### src/source/st_source_pkg.sv
/* streaming source package
   bus widths, queue sizing and the transaction, beat, bus and response types */
package st_source_pkg;

   // --------------------
   // beat geometry
   // --------------------
   localparam int SYMBOL_W    = 8;
   localparam int NUM_SYMBOLS = 4;
   localparam int DATA_W      = SYMBOL_W * NUM_SYMBOLS;
   localparam int CHANNEL_W   = 4;
   // lanes packed into one bus cycle
   localparam int BEATS       = 2;
   // lane index width, wide enough to hold a lane count of 0 to BEATS
   localparam int LANE_W      = $clog2(BEATS + 1);

   // --------------------
   // timing and sizing
   // --------------------
   localparam int READY_LATENCY = 1;
   localparam int QUEUE_DEPTH   = 16;
   localparam int PTR_W         = $clog2(QUEUE_DEPTH);
   // one extra bit so a full queue is representable
   localparam int CNT_W         = $clog2(QUEUE_DEPTH + 1);
   localparam int IDLE_W        = 8;
   localparam int LAT_W         = 16;

   // --------------------
   // types
   // --------------------
   // one queued transaction
   typedef struct packed {
      logic [IDLE_W-1:0]    idles;
      logic                 sop;
      logic                 eop;
      logic [CHANNEL_W-1:0] channel;
      logic [DATA_W-1:0]    data;
   } st_txn_t;

   // one lane of a bus cycle
   typedef struct packed {
      logic                 valid;
      logic                 sop;
      logic                 eop;
      logic [CHANNEL_W-1:0] channel;
      logic [DATA_W-1:0]    data;
   } st_beat_t;

   // source bus with lane 0 in the low bits
   typedef struct packed {
      logic [BEATS-1:0]           valid;
      logic [BEATS-1:0]           sop;
      logic [BEATS-1:0]           eop;
      logic [BEATS*CHANNEL_W-1:0] channel;
      logic [BEATS*DATA_W-1:0]    data;
   } st_bus_t;

   // back-pressure report for one accepted cycle
   typedef struct packed {
      logic [LAT_W-1:0] latency;
      logic [LAT_W-1:0] count;
   } st_resp_t;

   // value on the payload fields while a beat is not shown
   typedef enum logic {
      IDLE_LOW  = 1'b0,
      IDLE_HIGH = 1'b1
   } st_idle_mode_e;

endpackage

### src/source/transaction_fifo.sv
`timescale 1ns/1ps
/* transaction queue
   circular buffer that shows a window of BEATS head entries and pops several at once */
module transaction_fifo (
   input  logic                                             clk,
   input  logic                                             reset,
   input  logic                                             push,
   input  st_source_pkg::st_txn_t                           push_txn,
   input  logic [st_source_pkg::LANE_W-1:0]                 pop_count,
   input  logic                                             head_idles_dec,
   output st_source_pkg::st_txn_t [st_source_pkg::BEATS-1:0] head_txn,
   output logic [st_source_pkg::CNT_W-1:0]                  count,
   output logic                                             full
);
   import st_source_pkg::*;

   st_txn_t          mem [QUEUE_DEPTH];
   logic [PTR_W-1:0] rd_ptr;
   logic [PTR_W-1:0] wr_ptr;
   logic [PTR_W-1:0] dec_ptr;
   logic             wr_en;

   assign full  = (count == CNT_W'(QUEUE_DEPTH));
   // push is dropped while full
   assign wr_en = push && !full;

   // first entry left after this cycle's pops
   // this is the one that stopped the fill
   assign dec_ptr = rd_ptr + PTR_W'(pop_count);

   // --------------------
   // pointers and count
   // --------------------
   always_ff @(posedge clk or posedge reset) begin
      if (reset) begin
         rd_ptr <= '0;
         wr_ptr <= '0;
         count  <= '0;
      end else begin
         // depth is a power of two so pointers wrap on their own
         wr_ptr <= wr_ptr + PTR_W'(wr_en);
         rd_ptr <= rd_ptr + PTR_W'(pop_count);
         count  <= count + CNT_W'(wr_en) - CNT_W'(pop_count);
      end
   end

   // --------------------
   // storage
   // --------------------
   always_ff @(posedge clk) begin
      if (wr_en) begin
         mem[wr_ptr] <= push_txn;
      end
      // idle count runs down in place
      // never the write slot since that entry is occupied
      if (head_idles_dec) begin
         mem[dec_ptr].idles <= mem[dec_ptr].idles - 1'b1;
      end
   end

   // head window, entries past count are stale and masked downstream
   always_comb begin
      for (int i = 0; i < BEATS; i++) begin
         head_txn[i] = mem[rd_ptr + PTR_W'(i)];
      end
   end

endmodule

### src/source/beat_dispatcher.sv
`timescale 1ns/1ps
/* beat dispatcher
   packs head entries into lanes, stops at an idling entry and counts its idles down */
module beat_dispatcher (
   input  logic                                              clk,
   input  logic                                              reset,
   input  logic                                              advance,
   input  st_source_pkg::st_txn_t [st_source_pkg::BEATS-1:0]  head_txn,
   input  logic [st_source_pkg::CNT_W-1:0]                   count,
   output logic [st_source_pkg::LANE_W-1:0]                  pop_count,
   output logic                                              head_idles_dec,
   output logic                                              load,
   output st_source_pkg::st_beat_t [st_source_pkg::BEATS-1:0] lane_txn
);
   import st_source_pkg::*;

   logic                  fill;
   logic                  stop;
   st_beat_t [BEATS-1:0]  beat_c;

   // a new bus cycle is built when the tracker frees the lanes
   assign fill = advance && (count != '0);

   // --------------------
   // packing
   // --------------------
   always_comb begin
      pop_count      = '0;
      head_idles_dec = 1'b0;
      stop           = 1'b0;
      beat_c         = '0;
      for (int i = 0; i < BEATS; i++) begin
         // only real entries, lanes past the window stay invalid
         if (fill && !stop && (CNT_W'(i) < count)) begin
            if (head_txn[i].idles != '0) begin
               // idling entry burns this lane as a bubble
               // it stays queued and the rest of the cycle is empty
               head_idles_dec = 1'b1;
               stop           = 1'b1;
            end else begin
               beat_c[i].valid   = 1'b1;
               beat_c[i].sop     = head_txn[i].sop;
               beat_c[i].eop     = head_txn[i].eop;
               beat_c[i].channel = head_txn[i].channel;
               beat_c[i].data    = head_txn[i].data;
               pop_count         = pop_count + 1'b1;
            end
         end
      end
   end

   // --------------------
   // load strobe
   // --------------------
   // one cycle wide, lanes take lane_txn while it is high
   always_ff @(posedge clk or posedge reset) begin
      if (reset) begin
         load <= 1'b0;
      end else begin
         load <= fill;
      end
   end

   // packed lanes for the load cycle
   always_ff @(posedge clk) begin
      lane_txn <= beat_c;
   end

endmodule

### src/source/beat_lane.sv
`timescale 1ns/1ps
/* beat lane
   holds one lane's beat between loads and drives the idle pattern when it is not shown */
module beat_lane (
   input  logic                         clk,
   input  logic                         reset,
   input  logic                         load,
   input  st_source_pkg::st_beat_t      lane_txn,
   input  logic                         show,
   input  st_source_pkg::st_idle_mode_e idle_config,
   output st_source_pkg::st_beat_t      lane_out
);
   import st_source_pkg::*;

   st_beat_t beat_q;
   st_beat_t beat;
   st_beat_t beat_d;

   // a fresh beat is live in its load cycle
   assign beat = load ? lane_txn : beat_q;

   always_comb begin
      beat_d = beat;
      // once shown the beat is consumed
      beat_d.valid = beat.valid && !show;
   end

   always_ff @(posedge clk or posedge reset) begin
      if (reset) begin
         beat_q <= '0;
      end else begin
         beat_q <= beat_d;
      end
   end

   // idle pattern on every field, valid always low
   always_comb begin
      if (show && beat.valid) begin
         lane_out = beat;
      end else if (idle_config == IDLE_HIGH) begin
         lane_out       = '1;
         lane_out.valid = 1'b0;
      end else begin
         lane_out = '0;
      end
   end

endmodule

### src/source/ready_tracker.sv
`timescale 1ns/1ps
/* ready tracker
   qualifies ready, tracks the pending cycle and its latency, builds the bus and status */
module ready_tracker (
   input  logic                                              clk,
   input  logic                                              reset,
   input  logic                                              ready,
   input  st_source_pkg::st_beat_t [st_source_pkg::BEATS-1:0] lane_out,
   input  logic                                              load,
   input  logic [st_source_pkg::CNT_W-1:0]                   count,
   output logic                                              show,
   output logic                                              advance,
   output st_source_pkg::st_bus_t                            src,
   output logic                                              resp_valid,
   output st_source_pkg::st_resp_t                           resp,
   output logic                                              complete
);
   import st_source_pkg::*;

   logic             ready_q;
   logic             pending_q;
   logic             pending;
   logic             accepted;
   logic [LAT_W-1:0] lat_q;
   logic [LAT_W-1:0] resp_cnt_q;

   // --------------------
   // ready qualification
   // --------------------
   generate
      if (READY_LATENCY == 0) begin : g_no_delay
         assign ready_q = ready;
      end else begin : g_delay
         logic [READY_LATENCY-1:0] ready_pipe;

         always_ff @(posedge clk or posedge reset) begin
            if (reset) begin
               ready_pipe <= '0;
            end else begin
               ready_pipe <= (ready_pipe << 1) | READY_LATENCY'(ready);
            end
         end
         assign ready_q = ready_pipe[READY_LATENCY-1];
      end
   endgenerate

   assign show = ready_q;

   // load counts as pending in its own cycle
   assign pending  = pending_q || load;
   assign accepted = pending && ready_q;
   assign advance  = !pending || accepted;

   // bus assembly, lane 0 in the low bits
   always_comb begin
      src = '0;
      for (int i = 0; i < BEATS; i++) begin
         src.valid[i]                          = lane_out[i].valid;
         src.sop[i]                            = lane_out[i].sop;
         src.eop[i]                            = lane_out[i].eop;
         src.channel[i*CHANNEL_W +: CHANNEL_W] = lane_out[i].channel;
         src.data[i*DATA_W +: DATA_W]          = lane_out[i].data;
      end
   end

   // bubble-only cycles get no response
   assign resp_valid   = accepted && (src.valid != '0);
   assign resp.latency = lat_q;
   assign resp.count   = resp_cnt_q;

   // --------------------
   // pending, latency and status
   // --------------------
   always_ff @(posedge clk or posedge reset) begin
      if (reset) begin
         pending_q  <= 1'b0;
         lat_q      <= '0;
         resp_cnt_q <= '0;
         complete   <= 1'b0;
      end else begin
         pending_q <= pending && !ready_q;
         // back-pressure cycles since the load
         if (pending && !ready_q) begin
            lat_q <= lat_q + 1'b1;
         end else begin
            lat_q <= '0;
         end
         if (resp_valid) begin
            resp_cnt_q <= resp_cnt_q + 1'b1;
         end
         // last beats gone with nothing queued behind them
         if (resp_valid && (count == '0)) begin
            complete <= 1'b1;
         end else if (count != '0) begin
            complete <= 1'b0;
         end
      end
   end

endmodule

### src/source/st_source.sv
`timescale 1ns/1ps
/* streaming packet source
   queue and dispatcher feed BEATS lanes and the ready tracker drains them onto the bus */
module st_source (
   input  logic                         clk,
   input  logic                         reset,
   input  logic                         push,
   input  st_source_pkg::st_txn_t       push_txn,
   output logic                         full,
   input  st_source_pkg::st_idle_mode_e idle_config,
   input  logic                         ready,
   output st_source_pkg::st_bus_t       src,
   output logic                         resp_valid,
   output st_source_pkg::st_resp_t      resp,
   output logic                         complete
);
   import st_source_pkg::*;

   st_txn_t [BEATS-1:0]  head_txn;
   logic [CNT_W-1:0]     count;
   logic [LANE_W-1:0]    pop_count;
   logic                 head_idles_dec;
   logic                 advance;
   logic                 load;
   logic                 show;
   st_beat_t [BEATS-1:0] lane_txn;
   st_beat_t [BEATS-1:0] lane_out;

   // --------------------
   // feeder
   // --------------------
   transaction_fifo fifo_i (
      .clk            (clk),
      .reset          (reset),
      .push           (push),
      .push_txn       (push_txn),
      .pop_count      (pop_count),
      .head_idles_dec (head_idles_dec),
      .head_txn       (head_txn),
      .count          (count),
      .full           (full)
   );

   beat_dispatcher dispatcher_i (
      .clk            (clk),
      .reset          (reset),
      .advance        (advance),
      .head_txn       (head_txn),
      .count          (count),
      .pop_count      (pop_count),
      .head_idles_dec (head_idles_dec),
      .load           (load),
      .lane_txn       (lane_txn)
   );

   // one lane per beat of the bus cycle
   generate
      for (genvar i = 0; i < BEATS; i++) begin : g_lane
         beat_lane lane_i (
            .clk         (clk),
            .reset       (reset),
            .load        (load),
            .lane_txn    (lane_txn[i]),
            .show        (show),
            .idle_config (idle_config),
            .lane_out    (lane_out[i])
         );
      end
   endgenerate

   // --------------------
   // drain
   // --------------------
   ready_tracker tracker_i (
      .clk        (clk),
      .reset      (reset),
      .ready      (ready),
      .lane_out   (lane_out),
      .load       (load),
      .count      (count),
      .show       (show),
      .advance    (advance),
      .src        (src),
      .resp_valid (resp_valid),
      .resp       (resp),
      .complete   (complete)
   );

endmodule

### config.mk
export PLATFORM = sky130hd
export DESIGN_NAME = st_source
export DESIGN_NICKNAME = d
export VERILOG_FILES = /design/src/source/st_source_pkg.sv /design/src/source/transaction_fifo.sv /design/src/source/beat_dispatcher.sv /design/src/source/beat_lane.sv /design/src/source/ready_tracker.sv /design/src/source/st_source.sv
export SDC_FILE = /design/constraint.sdc
export NUM_CORES = 2
export LEC_CHECK = 0
export ABC_AREA = 0
export BUFFER_PORTS_ARGS = -buffer_cell sky130_fd_sc_hd__buf_2
export CELL_PAD_IN_SITES_DETAIL_PLACEMENT = 2
export CELL_PAD_IN_SITES_GLOBAL_PLACEMENT = 2
export CORE_ASPECT_RATIO = 0.5
export CORE_MARGIN = 2
export CORE_UTILIZATION = 40
export DETAILED_ROUTE_END_ITERATION = 8
export GPL_TIMING_DRIVEN = 0
export PLACE_DENSITY_LB_ADDON = 0.1
export SLEW_MARGIN = 15
export SYNTH_ARGS = -nofsm -noshare
export SYNTH_HDL_FRONTEND = slang
export SYNTH_SLANG_ARGS = --single-unit
### constraint.sdc
create_clock -name clk -period 8.12 [get_ports clk]
set_clock_uncertainty 0.1 [all_clocks]
set_input_delay 1.218 -clock clk [delete_from_list [all_inputs] [get_ports clk]]
set_output_delay 1.218 -clock clk [all_outputs]
set_load 0.01 [all_outputs]
* Word-level counts from Yosys, hierarchy flattened
Memories as Yosys holds them, arrays and structs flattened.
Index checks and enable logic that the tools add are counted.
** Word-level totals
- Input bits :: 51
- Bits in registers :: 205
- Memories :: 1
- RAM bits :: 736
** Cells by class
- Add/subtract/negate cells :: 9
- Bitwise operators :: 2
- Reductions and logical operators :: 27
- Muxes and demuxes :: 22
- Eq/ne operators :: 1
- $lt $le $gt $ge :: 2
** Memories
- fifo_i.mem :: words 16, bits a word 46, rd ports 3, clocked after Yosys merged registers in 0, write ports 2, line transaction_fifo.sv:17 : st_txn_t mem [QUEUE_DEPTH];
** Operator list (number)
- 2-to-1 mux 39 bit :: 6
- 2-to-1 mux 38 bit :: 1
- adder 16 x 1 -> 16 bit, second input constant :: 2
- 2-to-1 mux 16 bit :: 1
- nonzero test 8 bit :: 2
- logical AND 1 bit :: 13
- 2-to-1 mux 1 bit :: 12
- less-than comparator 1 x 5 -> 1 bit, first input constant :: 2
- subtractor 8 x 1 -> 8 bit, second input constant :: 1
- adder 5 x 1 -> 5 bit :: 1
- equality test 5 bit, second input constant :: 1
- logical NOT 5 bit :: 1
- nonzero test 5 bit :: 1
- subtractor 5 x 2 -> 5 bit :: 1
- adder 4 x 1 -> 4 bit :: 1
- adder 4 x 1 -> 4 bit, second input constant :: 1
- adder 4 x 2 -> 4 bit :: 1
- logical NOT 1 bit :: 4
- 2-to-1 mux 2 bit :: 2
- nonzero test 2 bit :: 2
- OR reduction 2 bit :: 2
- adder 2 x 1 -> 2 bit, second input constant :: 1
- logical OR 1 bit :: 2
- inverter 1 bit :: 2

* Longest topological paths before layout
An unclocked memory read counts as a cell.
- Depth in word-level cells :: 13
- Gate-level depth with buffers :: 29
- Gate-level depth less buffers :: 23

* Hierarchy
A second synthesis with hierarchy kept.
** Second synthesis, totals
- Cells, all modules :: 2558
- Area, all modules :: 45456.1 µm²
** Modules (own cells, without submodules)
- transaction_fifo :: area each 36917.9 µm², cells each 1850, instances 1
- beat_lane :: area each 1940.6 µm², cells each 131, instances 2
- beat_dispatcher :: area each 2432.3 µm², cells each 226, instances 1
- ready_tracker :: area each 2224.6 µm², cells each 220, instances 1

* Least setup slack after synthesis
Ideal clock, no wire load.
- Path type :: reg-to-reg
- Start point :: reg fifo_i.rd_ptr[0]
- End point :: mem fifo_i.mem[10][42] (netlist bit), data pin
- Data arrival time :: 6228 ps
- Setup time :: 272 ps
- Stages on the path, launching flop included :: 25
- Required time :: 7748 ps
- Slack :: 1520 ps
- Cell sequence :: dfrtp_1 > buf_4 > mux4_2 > mux4_2 > o211ai_1 > or2_2 > clkbuf_1 > inv_1 > ha_1 > nor2_1 > nor2_1 > ha_1 > fa_1 > clkbuf_1 > clkbuf_1 > clkbuf_1 > mux4_2 > buf_6 > clkbuf_1 > inv_1 > ha_1 > nand2_1 > xor2_1 > clkbuf_1 > mux2i_1
** RTL lines
- from (decl) :: line transaction_fifo.sv:18 : logic [PTR_W-1:0] rd_ptr;
- from (signal assigned) :: line transaction_fifo.sv:42 : rd_ptr <= rd_ptr + PTR_W'(pop_count);
- to (decl) :: line transaction_fifo.sv:17

==> flow_summary.json <==
{
  "synth.distinct_cells": 58,
  "synth_edf_count": 736,
  "place_inst": 4042,
  "grt_pass1_wl_mm": 213,
  "start_util": 0.404,
  "final_cells": 4215,
  "insertion_delay_ns": 0.70,
  "synth_area_um2": 43500,
  "period_share": 0.932,
  "dr.pass1.iters": 5,
  "drc_errors": 0,
  "start_kind": "flop",
  "num-fill-cells": 9756,
  "ir_drop_mv": 0.165,
  "top_layer": "met4",
  "wl_met3_mm": 10.6,
  "wl_met2_mm": 70.9,
  "place.gp.congestion": 0.819,
  "wl_per_cell_um": 35.7,
  "ant_nets": 0,
  "synthCells": 2380,
  "holdWs_ns": 0.367,
  "cts-root-buf": "clkbuf_16",
  "synth_compound_area_frac": 0.00808,
  "synth-simple-area-share": 0.0506,
  "critPathMaxFanout": 14,
  "io_pins": 164,
  "synth.avg_cell_area_um2": 18.3,
  "die_y_um": 237,
  "swShare": 0.330,
  "grt_max_degree": 89,
  "drv_slew": 0,
  "htree_levels": 3,
  "grt.total_usage": 0.271,
  "critical_path_required_ns": 8.44,
  "ys.flop_type": "edfxtp_1",
  "synthArstFlopShare": 0.135,
  "viasPerCell": 6.19,
  "grt_pass1_vias": 27700,
  "maxSlewHeadroom": 0.160,
  "seqPwrFrac": 0.388,
  "fmax_ghz": 0.132,
  "final_hold_viol_count": 0,
  "pwr-share-clk": 0.292,
  "layout-drive-gt1-share": 0.379,
  "clockBufferDepth": 3,
  "vias": 26100,
  "antenna_found_initial": 9,
  "cts_inserted_buffers": 89,
  "post-place-ws_ns": -2.65,
  "rows": 85,
  "core_um2": 108000,
  "power_switching_mw": 5.02,
  "drt-met1-wl_mm": 65.6,
  "p_leak_nw": 17.0,
  "p_comb_frac": 0.320,
  "crit_type": "reg2reg",
  "syn2layout_area_growth_pct": 16.1,
  "fp.dieArea_um2": 112000,
  "hold_path.class": "reg2reg",
  "synth-seq-cells": 941,
  "synth_warnings": 0,
  "synth_top_family_by_area": "multiplexers",
  "hpwl_mm": 107,
  "synthMuxAreaShare": 0.292,
  "clk_pin_slew_ns": 0.07,
  "seq_area_frac_synth": 0.617,
  "mostFrequentLayoutCell": "edfxtp_1",
  "critPathArrivalTime_ns": 7.89,
  "synth_fa_ha_area_frac": 0.00581,
  "grt-ovfl-total": 0,
  "nets": 2769,
  "tns_ns": 0,
  "drt_iter0_drc": 2831,
  "cts_tree": "done",
  "layout_common_cells": "edfxtp_1, mux4_2, buf_2",
  "final_cell_area_um2": 50500,
  "setup_viol": 0,
  "routed_wl_mm": 150,
  "syn_nets": 2450,
  "cp-end-kind": "flop",
  "drv_cap": 0,
  "clock-sinks": 941,
  "io_buffers": 154,
  "finalPower_mw": 15.2,
  "layout_min_cycle_time_ns": 7.57,
  "rsz0062_at_grt": "false",
  "worst_slack_ns": 0.552,
  "synth_xor_xnor_area_share": 0.00799,
  "power.density_nw_per_um2": 301,
  "status": "finished, final reports clean",
  "internal-power_mw": 10.2,
  "placed_cell_area_um2": 47500,
  "fp.dieW_um": 470,
  "worst-slew-pin-transition_ns": 1.26,
  "post-route-util": 0.469
}
## metal layers
layer	vias to the layer above	global-route usage
li1	10300	-
met1	14400	0.389
met2	1178	0.432
met3	202	0.0447
met4	0	0.0679
met5	-	0
## registers in the layout, summed over array words and instances, names as in the netlist
name	count
dispatcher_i.load	1
tracker_i.resp_cnt_q	16
fifo_i.mem	736
fifo_i.rd_ptr	4
fifo_i.wr_ptr	4
dispatcher_i.lane_txn	78
tracker_i.pending_q	1
tracker_i.show	1
tracker_i.complete	1
fifo_i.count	5
tracker_i.lat_q	16
g_lane.lane_i.beat_q	78
## kinds of logic (layout without fill, tap and decap cells)
logic type | after synthesis | after routing
buf+inv | 192 | 587
xor+xnor | 38 | 38
fa+ha+maj | 19 | 19
mux | 718 | 718
compound gates | 46 | 46
other cells | 0 | 5
flops | 941 | 941
simple gates | 426 | 426
## power by group through the flow
stage / Clock [mW] / Sequential, mW / Combinational [mW]
after floorplan: 0 / 5.92 / 2.94
after global placement: 0 / 6.03 / 4.57
after detailed placement: 0 / 6.00 / 4.86
after CTS: 4.50 / 5.90 / 4.90
after global routing: 4.67 / 5.93 / 5.11
final: 4.44 / 5.90 / 4.85
## repair_timing
item	CTS	global route
gates cloned	0	0
buffers inserted	0	2
endpoints found under the setup margin	256	52
gates resized for setup	11	2
hold endpoints to repair	0	0
pin swaps	0	1
hold buffers	0	0
## cell usage after synthesis, types with 7 or more instances
cell type,number,area (µm²)
mux4_1,11,289
buf_2,13,65.1
clkbuf_1,111,417
or2_2,7,43.8
mux2i_1,141,1410
xnor2_1,17,149
nor2_1,44,165
nand3_1,29,145
nand4_1,8,50.1
dfrtp_1,127,3180
mux2_2,154,1730
and3_1,10,62.6
a21oi_1,8,40.0
o21ai_0,7,35.0
nor2_4,12,135
xor2_1,19,166
buf_1,36,135
inv_1,19,71.3
nor4_1,32,200
mux4_2,412,9280
ha_1,17,213
edfxtp_1,736,22100
nand2_1,175,657
nor2b_1,43,269
o22ai_1,12,75.1
dfxtp_1,78,1560
and2_1,40,250
## worst max-delay path, stage by stage (launching register included)
cell,delay [ns]
dfrtp_1,0.37
clkbuf_1,0.25
nor2_1,0.20
or2_2,0.13
clkbuf_1,0.31
inv_1,0.20
nor2_4,0.38
o21ai_0,0.31
or2_4,0.45
inv_1,0.10
ha_1,0.23
nor2_1,0.10
nor2_1,0.07
ha_1,0.28
fa_1,0.55
clkbuf_2,0.30
clkbuf_2,0.43
clkbuf_2,0.43
nand4_1,0.14
a31oi_1,0.37
nor2_1,0.15
inv_1,0.08
ha_1,0.23
nand3_1,0.14
xor2_2,0.44
buf_2,0.37
mux2i_1,0.14
## worst paths after layout
| check | start | end | slack (ns) | depth (start not counted) |
|---|---|---|---|---|
| hold / removal | dispatcher_i.lane_txn[71]$_SDFF_PP0_ | g_lane[1].lane_i.beat_q[32]$_DFF_PP0_ | 0.37 | 1 |
| setup reg to reg | dispatcher_i.load$_DFF_PP0_ | fifo_i.mem[8][44]$_DFFE_PP_ | 0.55 | 26 |
| setup / recovery | dispatcher_i.load$_DFF_PP0_ | fifo_i.mem[8][44]$_DFFE_PP_ | 0.55 | 26 |
| hold reg to reg | dispatcher_i.lane_txn[71]$_SDFF_PP0_ | g_lane[1].lane_i.beat_q[32]$_DFF_PP0_ | 0.37 | 1 |
| min in group asynchronous | reset | g_lane[1].lane_i.beat_q[23]$_DFF_PP0_ | 0.40 | 2 |
| max in group asynchronous | reset | g_lane[1].lane_i.beat_q[11]$_DFF_PP0_ | 6.62 | 3 |
## layout make-up
class / count / area (µm²) / share of cell area
sequential: 941 / 26800 / 0.531
multi-input combinational: 1247 / 16000 / 0.317
clock buffer: 124 / 2510 / 0.0498
timing repair buffer: 230 / 2010 / 0.0399
tap: 1435 / 1800 / 0.0355
buffer: 169 / 776 / 0.0154
clock inverter: 43 / 478 / 0.00946
inverter: 21 / 86.3 / 0.00171
antenna: 5 / 12.5 / 0.000248
(Power assumes the default switching activity.)
